File: config.mk
export PLATFORM = sky130hd
export DESIGN_NAME = layer_mixer
export DESIGN_NICKNAME = d
export VERILOG_FILES = /design/src/verilog/tile_pkg.sv /design/src/verilog/layer_mixer.sv
export SDC_FILE = /design/constraint.sdc
export NUM_CORES = 1
export LEC_CHECK = 0
export ABC_AREA = 1
export BUFFER_PORTS_ARGS = -buffer_cell sky130_fd_sc_hd__buf_2
export CAP_MARGIN = 40
export CORE_AREA = 4 4 41 43
export DETAILED_ROUTE_END_ITERATION = 10
export DIE_AREA = 0 0 45 47
export PLACE_DENSITY = 0.64
export SLEW_MARGIN = 20
export SYNTH_ARGS = -nofsm -noshare
export SYNTH_HDL_FRONTEND = slang
export SYNTH_SLANG_ARGS = --single-unit
export TNS_END_PERCENT = 100
File: constraint.sdc
create_clock -name clk -period 0.8 [get_ports clk]
set_input_delay 0.04 -clock clk [delete_from_list [all_inputs] [get_ports clk]]
set_output_delay 0.04 -clock clk [all_outputs]
set_load 0.05 [all_outputs]
File: src/verilog/tile_pkg.sv
`default_nettype none

package tile_pkg;

    // geometry
    localparam int num_layers = 2;
    localparam int screen_w   = 256;   // visible pixels per line
    localparam int map_dim    = 32;    // tiles per map side, single page

    // graphics memory
    localparam int mem_aw      = 13;   // 8k words
    localparam int mem_dw      = 32;
    localparam int credits     = 2;    // outstanding reads per layer
    localparam int mem_latency = 2;    // request to response, cycles

    // memory map in words
    localparam logic [mem_aw-1:0] map_base0 = 13'd0;
    localparam logic [mem_aw-1:0] map_base1 = 13'd1024;
    localparam logic [mem_aw-1:0] tile_base = 13'd4096;  // 8 words per tile, one per row

    // map entry, low half of the map word
    typedef struct packed {
        logic       prio;
        logic [2:0] palette;
        logic [2:0] reserved;
        logic [8:0] code;
    } map_word_t;

    typedef struct packed {
        logic              valid;
        logic [mem_aw-1:0] addr;
    } mem_req_t;

    typedef struct packed {
        logic              valid;
        logic              tag;    // layer index
        logic [mem_dw-1:0] data;
    } mem_rsp_t;

    // color 0 is transparent
    typedef struct packed {
        logic       prio;
        logic [2:0] palette;
        logic [3:0] color;
    } layer_pixel_t;

    typedef struct packed {
        logic         layer;  // 1 when the foreground won
        layer_pixel_t pix;
    } mix_pixel_t;

endpackage

`default_nettype wire

File: src/verilog/layer_mixer.sv
`timescale 1ns/1ns
`default_nettype none

module layer_mixer (
    input  logic                   clk,
    input  logic                   rst,
    input  logic                   in_valid,
    input  tile_pkg::layer_pixel_t bg,   // layer 0
    input  tile_pkg::layer_pixel_t fg,   // layer 1
    output logic                   pxl_valid,
    output tile_pkg::mix_pixel_t   pxl
);

    logic fg_win;

    // opaque fg wins unless a prio bg sits under a non-prio fg
    assign fg_win = (fg.color != 4'd0) &&
                    !(bg.prio && !fg.prio && bg.color != 4'd0);

    always_ff @(posedge clk or posedge rst) begin
        if (rst)
            pxl_valid <= 1'b0;
        else
            pxl_valid <= in_valid;
    end

    always_ff @(posedge clk) begin
        if (fg_win)
            pxl <= '{layer: 1'b1, pix: fg};
        else
            pxl <= '{layer: 1'b0, pix: bg};  // also the all-transparent case
    end

endmodule

`default_nettype wire

==> impl_results.md <==
- Commonest cells in the synthesized netlist: nand2_1 (18), dfxtp_1 (9), nand3_1 (7), nor2_1 (4), inv_1 (3)
- Vias: 436
- Post-synthesis sequential element count: 10
- Crit-path leading delay family: flip-flops
- Layout net count: 109
- Share of the synthesized area in the top cell type: 0.488
- Die ar.: 2120 um2
- Layout area overhead: 101%
- Placer Congestion: 0.700
- Crit path cell chain: buf_6
- Final Max Slew Viols: 0
- Final setup viols: 1
- Sequential cell area fraction in the yosys report: 0.556
- Critical Path End: pxl_valid
- Slowest CP cell: dfrtp_1
- Cell taking the most area after synthesis: dfxtp_1
- Synthesized net count: 65
- Reg clk slew, reported paths: 60 ps
- Detail Placement HPWL: 675 um
- Design Power: 1.42 mW
- WP buf/inv: 1
- Cell Pwr Density: 1910 nW/um2
- Antenna Violating Nets Remaining: 0
- DIE WIDTH: 45 um
- Startpoint types: flop
- Max Clk Rate: 1230 MHz
- Vias in the first global route: 323
- Die height: 47 um
- Initial antenna violation count: 0
- DR pass1 iterations: 4
- IO Pins: 29
- Final min period: 813 ps
- Syn avg cell area: 8.02 um2
- Part of the cycle the worst path needs: 1.02
- Routed wire per std cell: 8.43 um
- Levels on crit path: 1
- DP Worst Slack: 16.7 ps
- Slew @ Worst Pin: 181 ps
- Yosys warnings: 0
- Ys flop type: dfxtp_1
- CTS tree: built
- Global Route Usage Sum: 0.0833
- FP Rows: 13
- I/O Buffers: 28
- CORE AREA: 1300 um2
- Max stage delay on crit path: 370 ps
- Worst setup margin: -13.4 ps
- Count leader, synth: nand2_1
- Maximum net fanout on the critical path: 1
- Hold crit path type: in -> reg
- Synth cell types: 9
- Critical path origin: pxl_valid
- Share of cells above drive strength 1: 0.461
- Grt total ovfl: 0
- WS Path Type: reg -> out
- Initial DRC Count: 2
- Peak supply drop: 932 uV
- Outcome: complete, but fails checks
- Failing checks: negative setup slack
- WL final: 877 um
- Final Hold Fails: 0
- Vias per Instance: 4.19
- Fillers: 119
- Number of CTS-inserted buffers: 3
- RSZ-0062 raised after global routing: yes
- Critical path arrival: 770 ps
- Largest net degree at the start of global routing: 10
- Number of synthesized flops with an enable pin: 0
- H-tree depth: 1
- Initial core utilization: 0.284
- Post-Syn Area: 369 um2
- Max Cap Viol: 0
- Min-delay src: fg[5]
- Max clock buf depth: 2
- # diodes: 0
- Global-route wire length before repair: 1.24 mm
- CP endpoint kind: output port
- Root buf cell: clkbuf_4
- Setup Buffers After CTS: 0
- DRC violations left: 0
- LEAKAGE: 0.390 nW
- Async SR Flop Fraction: 0.100
- Required time worst endpoint: 760 ps
- Mapped Cells: 46
- Slew headroom: 0.879
- Clock sinks: 10
- Synth top area cells: dfxtp_1 (49%), nand2_1 (18%), nand3_1 (9.5%)
layout by cell type (no fill, tap or decap):
| master | instances |
|---|---|
| buf_2 | 18 |
| buf_6 | 10 |
| clkbuf_4 | 3 |
| clkbuf_8 | 1 |
| dfrtp_1 | 1 |
| dfxtp_1 | 4 |
| dfxtp_2 | 5 |
| dlygate4sd3_1 | 11 |
| inv_1 | 3 |
| nand2_1 | 18 |
| nand2_2 | 1 |
| nand2_4 | 2 |
| nand3_1 | 7 |
| nor2_1 | 4 |
| nor2_2 | 1 |
worst min-delay path by stage:
stage	to	slack (ps)	cells after the start
finish	pxl[5]	7	3
floorplan	pxl_valid	-230	1
global placement	pxl_valid	-130	2
CTS	pxl[5]	5	3
detailed placement	pxl_valid	-120	2
global route	pxl[5]	30	3
cell families (layout without fill, tap and decap cells):
group                  count (synthesis)  count (layout)  share of synthesized area
DFF                                   10              10                      0.556
and+or+nand+nor                       33              33                      0.414
buffers and inverters                  3              46                     0.0305
routing by layer:
layer / part of all wire / track usage
met2: 0.49 / 0.136
met4: 0.0057 / 0.0526
met1: 0.39 / 0.0876
met5: 0 / 0
met3: 0.11 / 0.0383
per-stage QoR:
step | hold slack, ps | util | std cells | area [um2] | setup TNS [ps]
2_1_floorplan | -231 | - | 46 | 369 | 0
3_3_place_gp | -126 | 0.406 | 89 | 528 | 0
3_5_place_dp | -125 | 0.406 | 89 | 528 | 0
4_1_cts | 5.14 | 0.549 | 104 | 714 | -24.6
5_1_grt | 26.2 | 0.571 | 104 | 743 | -39.7
6_report | 7.25 | 0.571 | 104 | 743 | -13.4
layout make-up:
cell class	count	area, um2	share of cell area
Multi-Input combinational cell	33	153	0.205
Timing Repair Buffer	39	313	0.421
Tap cell	15	18.8	0.0253
Sequential cell	10	211	0.285
Clock buffer	4	36.3	0.0488
Inverter	3	11.3	0.0152
registers in the layout, summed over array words and instances (netlist names):
name,cells
pxl_valid,1
pxl,9
report_power, final:
part	internal (mW)	switching [mW]
clock network	0.275	0.154
registers	0.549	0.0186
logic	0.179	0.245
total	1.00	0.418
repair_timing:
item                                    4_1_cts  5_1_grt
endpoints found under the setup margin       10       10
hold endpoints to repair                     10        0
hold buffers                                 11        0
resized for setup                            14       11
Note: power is estimated with default switching activity, not from simulation.
