==> src/verilog/tile_pkg.sv <==
`default_nettype none

package tile_pkg;

    // geometry
    localparam int num_layers = 2;
    localparam int screen_w   = 256;   // visible pixels per line
    localparam int map_dim    = 32;    // tiles per map side, single page

    // graphics memory
    localparam int mem_aw      = 13;   // 8k words
    localparam int mem_dw      = 32;
    localparam int credits     = 2;    // outstanding reads per layer
    localparam int mem_latency = 2;    // request to response, cycles

    // memory map in words
    localparam logic [mem_aw-1:0] map_base0 = 13'd0;
    localparam logic [mem_aw-1:0] map_base1 = 13'd1024;
    localparam logic [mem_aw-1:0] tile_base = 13'd4096;  // 8 words per tile, one per row

    // map entry, low half of the map word
    typedef struct packed {
        logic       prio;
        logic [2:0] palette;
        logic [2:0] reserved;
        logic [8:0] code;
    } map_word_t;

    typedef struct packed {
        logic              valid;
        logic [mem_aw-1:0] addr;
    } mem_req_t;

    typedef struct packed {
        logic              valid;
        logic              tag;    // layer index
        logic [mem_dw-1:0] data;
    } mem_rsp_t;

    // color 0 is transparent
    typedef struct packed {
        logic       prio;
        logic [2:0] palette;
        logic [3:0] color;
    } layer_pixel_t;

    typedef struct packed {
        logic         layer;  // 1 when the foreground won
        layer_pixel_t pix;
    } mix_pixel_t;

endpackage

`default_nettype wire

==> src/verilog/gfx_arbiter.sv <==
`timescale 1ns/1ns
`default_nettype none

module gfx_arbiter (
    input  logic                              clk,
    input  logic                              rst,
    input  tile_pkg::mem_req_t                req0,
    input  tile_pkg::mem_req_t                req1,
    input  tile_pkg::mem_rsp_t                mem_rsp,
    output logic [tile_pkg::num_layers-1:0]   grant,
    output tile_pkg::mem_req_t                mem_req,
    output logic                              req_tag,
    output tile_pkg::mem_rsp_t                rsp0,
    output tile_pkg::mem_rsp_t                rsp1
);

    logic last;  // layer that won the previous grant

    always_comb begin
        if (req0.valid && req1.valid)
            grant = last ? 2'b01 : 2'b10;  // alternate under contention
        else
            grant = {req1.valid, req0.valid};
        req_tag = grant[1];
        mem_req = grant[1] ? req1 : req0;
        mem_req.valid = |grant;
    end

    always_ff @(posedge clk or posedge rst) begin
        if (rst)
            last <= 1'b1;  // layer 0 first
        else if (|grant)
            last <= grant[1];
    end

    // response steering by tag
    always_comb begin
        rsp0       = mem_rsp;
        rsp0.valid = mem_rsp.valid && !mem_rsp.tag;
        rsp1       = mem_rsp;
        rsp1.valid = mem_rsp.valid && mem_rsp.tag;
    end

    a_grant_onehot: assert property (@(posedge clk) disable iff (rst)
        $onehot0(grant))
        else $error("more than one grant");

endmodule

`default_nettype wire

==> config.mk <==
export PLATFORM = sky130hd
export DESIGN_NAME = gfx_arbiter
export DESIGN_NICKNAME = d
export VERILOG_FILES = /design/src/verilog/tile_pkg.sv /design/src/verilog/gfx_arbiter.sv
export SDC_FILE = /design/constraint.sdc
export NUM_CORES = 1
export LEC_CHECK = 0
export ABC_AREA = 1
export BUFFER_PORTS_ARGS = -buffer_cell sky130_fd_sc_hd__buf_4
export CORE_AREA = 2 2 58 60
export CTS_BUF_LIST = sky130_fd_sc_hd__clkbuf_4
export DETAILED_ROUTE_END_ITERATION = 10
export DIE_AREA = 0 0 60 62
export PLACE_DENSITY = 0.87
export SLEW_MARGIN = 10
export SYNTH_ARGS = -nofsm -noshare
export SYNTH_HDL_FRONTEND = slang
export SYNTH_SLANG_ARGS = --single-unit
==> constraint.sdc <==
create_clock -name clk -period 3.2 [get_ports clk]
set_input_delay 0.32 -clock clk [delete_from_list [all_inputs] [get_ports clk]]
set_output_delay 0.32 -clock clk [all_outputs]
set_load 0.02 [all_outputs]
==> flow_summary.toml <==
[flow_run]
maxCapViolations = 0

[power]
p_sw_mw = 0.0739
switching_share_pct = 47.7
p_comb_share_pct = 88.8
seqPwrFrac_pct = 11.2
p_per_area_nw_per_um2 = 223
p_leak_nw = 0.431
p_clk_share_pct = 0
power.internal_mw = 0.0812
ir_drop_uv = 48.0

[setup_path]
worstSetupPathType = "reg2out"
path_delay_family = "simple AND/OR/NAND/NOR gates"
end_kind = "primary output"
timing.critical_path.buf_inv = 1
path_max_fanout = 15
slowest_delay_ps = 510
slowest_stage = "dfstp_2"
start_kind = "register"
crit_arrival_ps = 1310
crit_required_ps = 2880
path_cells = "nand2_2 > nand2_2 > nand2_1 > nand2_1 > buf_4"

[synth]
yosysTopAreaCellShare_pct = 65.9
synthesis.area_um2 = 774
synth_cell_types = 10
ys_ff_latch = 1
syn_avg_cell_area_um2 = 6.25
yosysWarnings = 0
synth_nets = 188
ys_seq_area_share_pct = 3.39
yosys-top-cells-area = "buf_4, nand2_1, nand3_1"
synth_top_area_cell = "buf_4"
syn_inst = 124

[timing]
drv_slew = 0
min_period_ps = 1630
fin_crit_sh_pct = 51.0
skew_ps = 0
maxClockFrequency_mhz = 613
fin_tns_setup_ps = 0
slew_headroom_pct = 80.2
setup_viol = 0
hold_viol_final = 0
worst_pin_slew_ps = 296
rsz0062_at_grt = "no"

[drt]
drc = 0
drt-initial-drc-count = 15
via_per_inst = 4.07
dr_total_vias = 618
post_drt_wl_per_cell_um = 12.6
ant_nets = 0
routed_wirelength_mm = 1.91
firstDrtPassIters = 4

[finish]
post-route-util_pct = 21.9
drive_above_1_share_pct = 51.9
largest_reg_flops = 1
reg.largest.list = "last: 1 flops"
fin_cells = 152
largest-register = "last"
final_cell_mix = "buf_4, nand2_1, nand3_1"
syn2layout_area_growth_pct = -10.2
num_antenna_cells = 0
fin_nets = 172
final_common_cell = "buf_4"
n_fill_cell = 376

[global_route]
use_met1_pct = 6.42
grt.met3_usage_pct = 5.80
antenna_found_initial = 0
grt_first_pass_wirelength_mm = 2.48
gr-usage-met2_pct = 17.7
grt_usage_pct = 8.79
busiest_layer = "met2"
grt_max_degree = 16
grt_overflow_total = 0
grt_pass1_vias = 524

[floorplan]
dieArea_um2 = 3720
std_cell_rows = 21
ios = 149
coreArea_um2 = 3180
fp.dieH_um = 62
fp.dieW_um = 60
initial_utilization_pct = 24.4

[min_path]
hold_path_class = "in2async"

[clock_network]
hold_buffers = 0
clk_latency_ps = 0
clk_pin_slew_worst_paths_ps = 0
post_cts_resize_count = 0
post-cts-setup-buffers = 0

[place]
gp_congestion = 0.658
placed_cells = 152
dp_hpwl_mm = 1.61
io_buffers = 52

[run_status]
outcome = "completed"
==> per-stage QoR <==
step | worst slack [ps] | hold slack (ps) | power, mW | area (um^2)
5_1_grt | 1430 | 340 | 0.169 | 696
2_1_floorplan | 1780 | 210 | 0.206 | 774
6_report | 1570 | 335 | 0.155 | 696
3_3_place_gp | 1560 | 328 | 0.155 | 696
3_5_place_dp | 1520 | 338 | 0.157 | 696
4_1_cts | 1520 | 338 | 0.158 | 696
==> area by class of cell <==
cell class                      count  area, um^2  share of cell area, %
Timing Repair Buffer               52         390                   56.1
Multi-Input combinational cell     47         199                   28.6
Tap cell                           46        57.6                   8.27
Inverter                            6        22.5                   3.24
Sequential cell                     1        26.3                   3.78
==> final timing paths <==
path	from	endpoint	slack, ps	depth (start not counted)
worst max-delay path	last	mem_req[6]	1570	5
worst min-delay path	rst	last	330	2
worst max register to register	last	last	2400	2
worst min register to register	last	last	500	2
max in group asynchronous	rst	last	2850	2
min in group clk	last	last	500	2
==> cell usage after synthesis <==
library cell,number
buf_4,68
nand2_1,30
nand3_1,13
inv_1,6
nand2_2,2
buf_2,1
buf_6,1
dfstp_2,1
nor2_1,1
o21ai_0,1
==> power by group through the flow <==
stage	Combinational (mW)	Clock [mW]	Sequential (mW)
6_report	0.138	0	0.0173
3_3_place_gp	0.138	0	0.0172
5_1_grt	0.151	0	0.0176
3_5_place_dp	0.140	0	0.0174
4_1_cts	0.140	0	0.0174
2_1_floorplan	0.189	0	0.0171
==> per-layer routing <==
layer	up-vias	wire length, um
met5	-	0
met4	0	62
met3	14	375
met2	82	958
met1	246	513
li1	276	-
==> logic make-up after synthesis <==
logic type             count (synthesis)  share of synthesized area (%)
AND/OR/NAND/NOR                       46                           25.0
buffers and inverters                 76                           70.9
flip-flops                             1                           3.39
AO/OA/AOI/OAI                          1                          0.646
No activity file was read; power rests on OpenSTA's default activity.
