[config.mk]
export PLATFORM = sky130hd
export DESIGN_NAME = scroll_layer
export DESIGN_NICKNAME = d
export VERILOG_FILES = /design/src/verilog/tile_pkg.sv /design/src/verilog/scroll_layer.sv
export SDC_FILE = /design/constraint.sdc
export NUM_CORES = 1
export LEC_CHECK = 0
export BUFFER_PORTS_ARGS = -buffer_cell sky130_fd_sc_hd__buf_2
export CORE_AREA = 3 3 119 121
export CTS_BUF_LIST = sky130_fd_sc_hd__clkbuf_4
export DETAILED_ROUTE_END_ITERATION = 12
export DIE_AREA = 0 0 122 124
export PLACE_DENSITY_LB_ADDON = 0.1
export RECOVER_POWER = 100
export REMOVE_ABC_BUFFERS = 1
export SLEW_MARGIN = 20
export SYNTH_ARGS = -nofsm -noshare
export SYNTH_HDL_FRONTEND = slang
export SYNTH_SLANG_ARGS = --single-unit
[constraint.sdc]
create_clock -name clk -period 3.8 [get_ports clk]
set_clock_uncertainty 0.15 [all_clocks]
set_input_delay 0.38 -clock clk [delete_from_list [all_inputs] [get_ports clk]]
set_output_delay 0.38 -clock clk [all_outputs]
set_load 0.02 [all_outputs]
[src/verilog/tile_pkg.sv]
`default_nettype none

package tile_pkg;

    // geometry
    localparam int num_layers = 2;
    localparam int screen_w   = 256;   // visible pixels per line
    localparam int map_dim    = 32;    // tiles per map side, single page

    // graphics memory
    localparam int mem_aw      = 13;   // 8k words
    localparam int mem_dw      = 32;
    localparam int credits     = 2;    // outstanding reads per layer
    localparam int mem_latency = 2;    // request to response, cycles

    // memory map in words
    localparam logic [mem_aw-1:0] map_base0 = 13'd0;
    localparam logic [mem_aw-1:0] map_base1 = 13'd1024;
    localparam logic [mem_aw-1:0] tile_base = 13'd4096;  // 8 words per tile, one per row

    // map entry, low half of the map word
    typedef struct packed {
        logic       prio;
        logic [2:0] palette;
        logic [2:0] reserved;
        logic [8:0] code;
    } map_word_t;

    typedef struct packed {
        logic              valid;
        logic [mem_aw-1:0] addr;
    } mem_req_t;

    typedef struct packed {
        logic              valid;
        logic              tag;    // layer index
        logic [mem_dw-1:0] data;
    } mem_rsp_t;

    // color 0 is transparent
    typedef struct packed {
        logic       prio;
        logic [2:0] palette;
        logic [3:0] color;
    } layer_pixel_t;

    typedef struct packed {
        logic         layer;  // 1 when the foreground won
        layer_pixel_t pix;
    } mix_pixel_t;

endpackage

`default_nettype wire

[src/verilog/scroll_layer.sv]
`timescale 1ns/1ns
`default_nettype none

module scroll_layer #(
    parameter bit layer_id = 1'b0
) (
    input  logic                   clk,
    input  logic                   rst,
    input  logic                   line_start,
    input  logic [7:0]             vrender,
    input  logic [7:0]             hscr,
    input  logic [7:0]             vscr,
    input  logic                   grant,
    input  tile_pkg::mem_rsp_t     rsp,
    output tile_pkg::mem_req_t     req,
    output logic                   wr_en,
    output logic [7:0]             wr_addr,
    output tile_pkg::layer_pixel_t wr_data
);

    localparam logic [tile_pkg::mem_aw-1:0] map_base =
        layer_id ? tile_pkg::map_base1 : tile_pkg::map_base0;

    logic        drawing;
    logic [7:0]  vpos;       // map line for this render
    logic [7:0]  hscr_q;
    logic [5:0]  map_col;    // next column for a map read, 0..33
    logic [5:0]  pat_col;    // next column for a pattern read
    logic [1:0]  cr;         // free credits

    // request register, held until granted
    logic                        req_valid;
    logic [tile_pkg::mem_aw-1:0] req_addr;
    logic                        req_map;   // 1 map read, 0 pattern read

    // response buffer, kinds pushed at grant, data at response
    logic [1:0]  kind_q;
    logic [31:0] dat_q [2];
    logic        k_wp;
    logic        d_wp;
    logic        rd_p;
    logic [1:0]  d_cnt;

    tile_pkg::map_word_t ent;  // map entry waiting for its pattern read
    logic        ent_valid;
    logic        pat_pend;     // pattern read in flight
    logic [3:0]  pend_attr;    // prio and palette of that read

    // pixel shifter
    logic [31:0] shreg;
    logic        shift_on;
    logic [2:0]  nib;
    logic [5:0]  cur_col;
    logic [3:0]  cur_attr;

    logic        taken;
    logic        head_map;
    logic        pop;
    logic        load_pat;
    logic        pick_pat;
    logic        pick_map;
    logic [4:0]  map_x;
    logic [9:0]  pos;

    assign taken    = req_valid && grant;
    assign head_map = kind_q[rd_p];
    assign pop      = (d_cnt != 2'd0) &&
                      (head_map ? !ent_valid : (!shift_on || nib == 3'd7));
    assign load_pat = pop && !head_map;

    // pattern first, map reads at most two tiles ahead
    assign pick_pat = drawing && !req_valid && cr != 2'd0 && ent_valid && !pat_pend;
    assign pick_map = drawing && !req_valid && cr != 2'd0 && !pick_pat &&
                      map_col <= 6'(tile_pkg::map_dim) && map_col < pat_col + 6'd2;

    assign map_x = 5'(map_col[4:0] + hscr_q[7:3]);  // wraps at 32 tiles

    assign req = '{valid: req_valid, addr: req_addr};

    always_ff @(posedge clk or posedge rst) begin
        if (rst) begin
            drawing   <= 1'b0;
            req_valid <= 1'b0;
            map_col   <= '0;
            pat_col   <= '0;
            cr        <= 2'(tile_pkg::credits);
            k_wp      <= 1'b0;
            d_wp      <= 1'b0;
            rd_p      <= 1'b0;
            d_cnt     <= '0;
            ent_valid <= 1'b0;
            pat_pend  <= 1'b0;
            shift_on  <= 1'b0;
            nib       <= '0;
        end else begin
            if (taken) begin
                req_valid <= 1'b0;  // one idle cycle before the next pick
                k_wp      <= ~k_wp;
            end else if (pick_pat || pick_map) begin
                req_valid <= 1'b1;
            end
            if (pick_pat) begin
                pat_col   <= pat_col + 6'd1;
                pat_pend  <= 1'b1;
                ent_valid <= 1'b0;
            end
            if (pick_map)
                map_col <= map_col + 6'd1;
            cr    <= cr - {1'b0, taken} + {1'b0, pop};  // reserve on grant
            d_cnt <= d_cnt + {1'b0, rsp.valid} - {1'b0, pop};
            if (rsp.valid)
                d_wp <= ~d_wp;
            if (pop)
                rd_p <= ~rd_p;
            if (pop && head_map)
                ent_valid <= 1'b1;
            if (load_pat) begin
                pat_pend <= 1'b0;
                shift_on <= 1'b1;
                nib      <= '0;
            end else if (shift_on) begin
                nib <= nib + 3'd1;
                if (nib == 3'd7)
                    shift_on <= 1'b0;
            end
            // last pixel of column 32 ends the line
            if (shift_on && nib == 3'd7 && cur_col == 6'(tile_pkg::map_dim))
                drawing <= 1'b0;
            if (line_start) begin
                drawing <= 1'b1;
                map_col <= '0;
                pat_col <= '0;
            end
        end
    end

    always_ff @(posedge clk) begin
        if (line_start) begin
            vpos   <= vrender + vscr;  // wraps at 256
            hscr_q <= hscr;
        end
        if (pick_pat) begin
            req_addr  <= tile_pkg::tile_base + {1'b0, ent.code, vpos[2:0]};
            req_map   <= 1'b0;
            pend_attr <= {ent.prio, ent.palette};
        end else if (pick_map) begin
            req_addr <= map_base + {3'b0, vpos[7:3], map_x};
            req_map  <= 1'b1;
        end
        if (taken)
            kind_q[k_wp] <= req_map;
        if (rsp.valid)
            dat_q[d_wp] <= rsp.data;
        if (pop && head_map)
            ent <= tile_pkg::map_word_t'(dat_q[rd_p][15:0]);
        if (load_pat) begin
            shreg    <= dat_q[rd_p];
            cur_col  <= pat_col - 6'd1;  // only one pattern read at a time
            cur_attr <= pend_attr;
        end else if (shift_on) begin
            shreg <= shreg << 4;  // leftmost pixel in the top nibble
        end
    end

    // screen x, fine scroll pulls pixels left
    assign pos     = {1'b0, cur_col, nib} - {7'd0, hscr_q[2:0]};
    assign wr_en   = shift_on && pos < 10'(tile_pkg::screen_w);
    assign wr_addr = pos[7:0];
    assign wr_data = '{prio: cur_attr[3], palette: cur_attr[2:0], color: shreg[31:28]};

    a_credit_range: assert property (@(posedge clk) disable iff (rst)
        cr <= 2'(tile_pkg::credits))
        else $error("credit count out of range");

    // line period too short for the fetch
    a_line_done: assert property (@(posedge clk) disable iff (rst)
        line_start |-> !drawing)
        else $error("line_start while still drawing");

endmodule

`default_nettype wire

==> results.md <==
Run status:
- The flow ran to the end, but the final reports show violations.
- The checks that failed: capacitance limit, slew limit.

Yosys:
- The total standard cell area after synthesis is approximately 7800 um^2.
- In this run, distinct cell masters in the synthesized netlist total 45.
- The area share of the leading cell type in the synthesized netlist is 59.3%.
- The proportion of register bits with asynchronous set or reset after synthesis is between 10 and 15%.
- Yosys mapped a number of flops with a built-in enable equal to about 150.
- Counting flops and latches in the post-synthesis netlist gives 182.
- Among all flip-flop cells after synthesis, the most frequent one is sky130_fd_sc_hd__edfxtp_1.
- Sorting the synthesized cells by area gives the leading types as sky130_fd_sc_hd__edfxtp_1, sky130_fd_sc_hd__dfrtp_1, sky130_fd_sc_hd__ha_1.
- For this run, the number of Yosys warnings is 0.
- The sequential area share after synthesis is ~68%.
- The synthesized area per cell is roughly 14 um^2.
- The largest total area in the synthesized netlist belongs to sky130_fd_sc_hd__edfxtp_1.
- The gate count after technology mapping is between 500 and 600.

Setup path:
- The launch point of the critical path is rd_p$_DFFE_PP0N_.
- In this run the worst path has a maximum fanout of 33.
- The worst register-to-register path begins at rd_p$_DFFE_PP0N_.
- The category of the critical setup timing path is reg -> reg.
- The worst reg-to-reg path cell count is 3.
- Data on the critical path is required at its endpoint by between 3 and 4 ns.
- The endpoint type of the worst setup path is a flop.
- The worst setup path is launched from a flop.
- For flop-to-flop paths, the worst setup slack is ~0.57 ns.
- STA puts the critical path data arrival time at around 3.4 ns.
- The endpoint identified for the worst register-to-register timing path is shreg[8]$_DFFE_PP_.
- The most critical setup path has its endpoint at shreg[8]$_DFFE_PP_.

Clock network:
- After clock tree synthesis, the setup repair step added 0 buffers.
- For this design, the sink count on the clock tree is ~180.
- In this run the clock root is driven by a sky130_fd_sc_hd__clkbuf_4.
- The CTS buffer count is 17.
- The longest clock path from root to sink contains 2 buffers.
- TritonCTS built the clock tree.
- The H-tree generated during clock tree synthesis spans 4 levels.
- The clock-pin slew of the registers on the worst-case setup and hold paths is between 0.1 and 0.15 ns.
- For the worst-skew pair, the clock arrives at the later sink with an insertion delay of 0.55 ns.

Detailed routing:
- After detailed routing, the number of remaining DRC violations is 0.
- The vias after detailed routing is 4518.
- The total wire length is around 13000 um.
- The first routing iteration left around 240 violations.
- The vias per cell is between 5 and 6.
- Once detail routing completed, the nets flagged for antenna violations numbered 0.
- The wire length per cell after detailed routing is 15.0 um.
- The first-pass detailed-route iteration total is 4.

Power:
- For this design the ratio of total power to cell area is 702 nW/um^2.
- The worst vdd rail ir drop is approximately 0.00027 V.
- Total power for the finished layout comes to 0.00640 W.
- In this run the static leakage power is around 3.5 nW.

Global route:
- The pin count of the biggest net entering global routing is 67.
- The first global-routing pass estimated approximately 21000 um of wire.
- The via count of the first global-routing pass is about 4600.
- After global routing the overflow that remains totals 0.
- The number of antenna violations at the first check in global routing was 0.
- The all-layer global routing usage is a little under a fifth.

Cells and area:
- With fillers left out, the area of the finished cells amounts to 9130 um^2.
- The area growth from synthesis to layout is 17.0%.
- The proportion of layout cells with a drive suffix above 1 is between 10% and 20%.
- The net count of the finished layout is around 780.
- Leaving out filler cells and counting taps, the final layout contains just under 900.
- The repair_antennas step left the layout with diodes totalling 0.

Worst hold path:
- The class of the tightest hold or removal check is in -> reg.

STA:
- Setup repair after global routing left no endpoint under its margin.
- The final period utilization is approximately 85%.
- The hold violation count in the final report is 0.
- Hold timing on the final database bottoms out at a slack of ~0.064 ns.
- For this run, the top clock speed supported by timing is just over 0.3 GHz.
- In this run the tightest slew margin relative to its limit is -60.8%.
- At the pin with the least slew margin, the transition time is ~2.4 ns.
- Subtracting the final worst setup slack from the clock period gives 3.23 ns.
- The number of max-slew violations in the final report was ~160.
- Setup violations remaining at the end of the flow were counted as 0.

Placement:
- The number of placed instances, taps included is 791.
- The number of port buffers is a little over 90.
- Detailed placement finished with a half-perimeter wire length of between 8000 and 9000 um.
- The total placed instance area is ~8400 um^2.
- Routability-driven placement finished with a final weighted congestion of 0.834.

Run:
- The total of max-cap violations is 5.

Floorplan:
- The die area is about 15000 um^2.
- The total number of placement rows is 42.
- The chip height is 124 um.
- Once the floorplan was initialized, standard cells occupied between 50% and 60% of the core.
- The chip width is roughly 120 um.
- The number of I/O pins is a little over 90.
- The core area is 13200 um^2.
through the flow:
step	setup WS (ns)	setup TNS, ns	util [%]
2_1_floorplan	-3.03	-206.06	-
3_3_place_gp	0.861	0	63.8
3_5_place_dp	0.782	0	63.8
4_1_cts	0.730	0	69.9
5_1_grt	0.389	0	69.2
6_report	0.569	0	69.2
routing by layer:
layer,vias to the layer above,share of wire [%],wire length (um),track usage (%)
met5,-,0,0,0
li1,2216,-,-,-
met4,0,2.2,291,8.05
met2,100,49,6440,30.8
met1,2180,45,5850,23.5
met3,22,3.7,478,4.00
state kept, by name, summed over array words and instances (netlist names), 2 cells and up:
register / cells
dat_q: 64
shreg: 32
ent: 13
req_addr: 13
hscr_q: 8
vpos: 8
cur_col: 6
map_col: 6
pat_col: 6
cur_attr: 4
pend_attr: 4
nib: 3
cr: 2
d_cnt: 2
kind_q: 2
logic make-up after synthesis:
kind of cell	share of synthesized area [%]
DFF	68.2
and+or+nand+nor	8.02
AOI/OAI and AO/OA	4.44
buffers and inverters	2.78
muxes	6.69
xor gates and xnor gates	3.93
adders and majority gates	5.90
placed cells by master (no fill, tap or decap), types with 4 or more instances in the layout:
cell type and n:
sky130_fd_sc_hd__edfxtp_1 154, sky130_fd_sc_hd__clkbuf_1 60, sky130_fd_sc_hd__nor2_1 47, sky130_fd_sc_hd__dlygate4sd3_1 45, sky130_fd_sc_hd__nand2_1 40, sky130_fd_sc_hd__ha_1 32
sky130_fd_sc_hd__buf_2 32, sky130_fd_sc_hd__inv_1 29, sky130_fd_sc_hd__a21oi_1 29, sky130_fd_sc_hd__dfrtp_1 25, sky130_fd_sc_hd__xnor2_1 24, sky130_fd_sc_hd__mux2i_1 24
sky130_fd_sc_hd__clkbuf_4 19, sky130_fd_sc_hd__mux2_2 16, sky130_fd_sc_hd__xor2_1 11, sky130_fd_sc_hd__o21ai_0 9, sky130_fd_sc_hd__mux2_1 9, sky130_fd_sc_hd__nand3_1 6
sky130_fd_sc_hd__nor3_1 5, sky130_fd_sc_hd__nor2b_1 5, sky130_fd_sc_hd__a21o_1 5, sky130_fd_sc_hd__and2_1 5, sky130_fd_sc_hd__bufinv_16 5, sky130_fd_sc_hd__nand4_1 4
sky130_fd_sc_hd__nand2b_1 4
worst max-delay path, cell delays in order (launching register included):
cell and delay (ns):
sky130_fd_sc_hd__dfrtp_2 0.39, sky130_fd_sc_hd__clkbuf_1 1.71, sky130_fd_sc_hd__mux2_2 0.47, sky130_fd_sc_hd__mux2_2 0.27
power breakdown:
| group | internal (W) | total, W | switching (W) |
|---|---|---|---|
| Clock | 0.000615 | 0.00125 | 0.000639 |
| Combinational | 0.000726 | 0.00193 | 0.00120 |
| Sequential | 0.00300 | 0.00322 | 0.000225 |
| Total | 0.00434 | 0.00640 | 0.00207 |
cells in the mapped netlist, drive strengths merged, types with 2 or more instances:
master,instances
edfxtp,154
nor2,47
nand2,40
ha,32
a21oi,29
inv,29
dfrtp,26
mux2,25
mux2i,24
xnor2,24
buf,11
clkbuf,11
o21ai,11
xor2,11
and2,8
nand3,6
nor2b,6
a21o,5
nor3,5
nand2b,4
nand4,4
and3,3
fa,3
nor4,3
or4b,3
o21a,2
o31ai,2
or2,2
what timing repair did:
item                                    CTS  global route
endpoints found under the setup margin    0             0
hold endpoints to repair                103             0
hold buffers                             45             0
resized for setup                         0             0
final cells by class:
type	count	area, um^2
Clock buffer	19	143
Sequential cell	182	5320
Clock inverter	13	218
Timing Repair Buffer	140	853
Tap cell	176	220
Inverter	30	113
Multi-Input combinational cell	308	2260
Fill cell	947	4070
how the worst min path moves through the flow:
stage                           start                endpoint  cells after the start  slack, ns
3_3_place_gp        ent[15]$_DFFE_PP_  pend_attr[3]$_DFFE_PP_                      0       0.25
3_5_place_dp        ent[13]$_DFFE_PP_  pend_attr[1]$_DFFE_PP_                      0       0.25
6_report                   vrender[7]       vpos[7]$_DFFE_PP_                      3       0.06
5_1_grt                    vrender[7]       vpos[7]$_DFFE_PP_                      3       0.05
4_1_cts                    vrender[7]       vpos[7]$_DFFE_PP_                      3       0.01
2_1_floorplan  pend_attr[0]$_DFFE_PP_   cur_attr[0]$_DFFE_PP_                      0       0.25
Power figures use the tool's default switching activity.
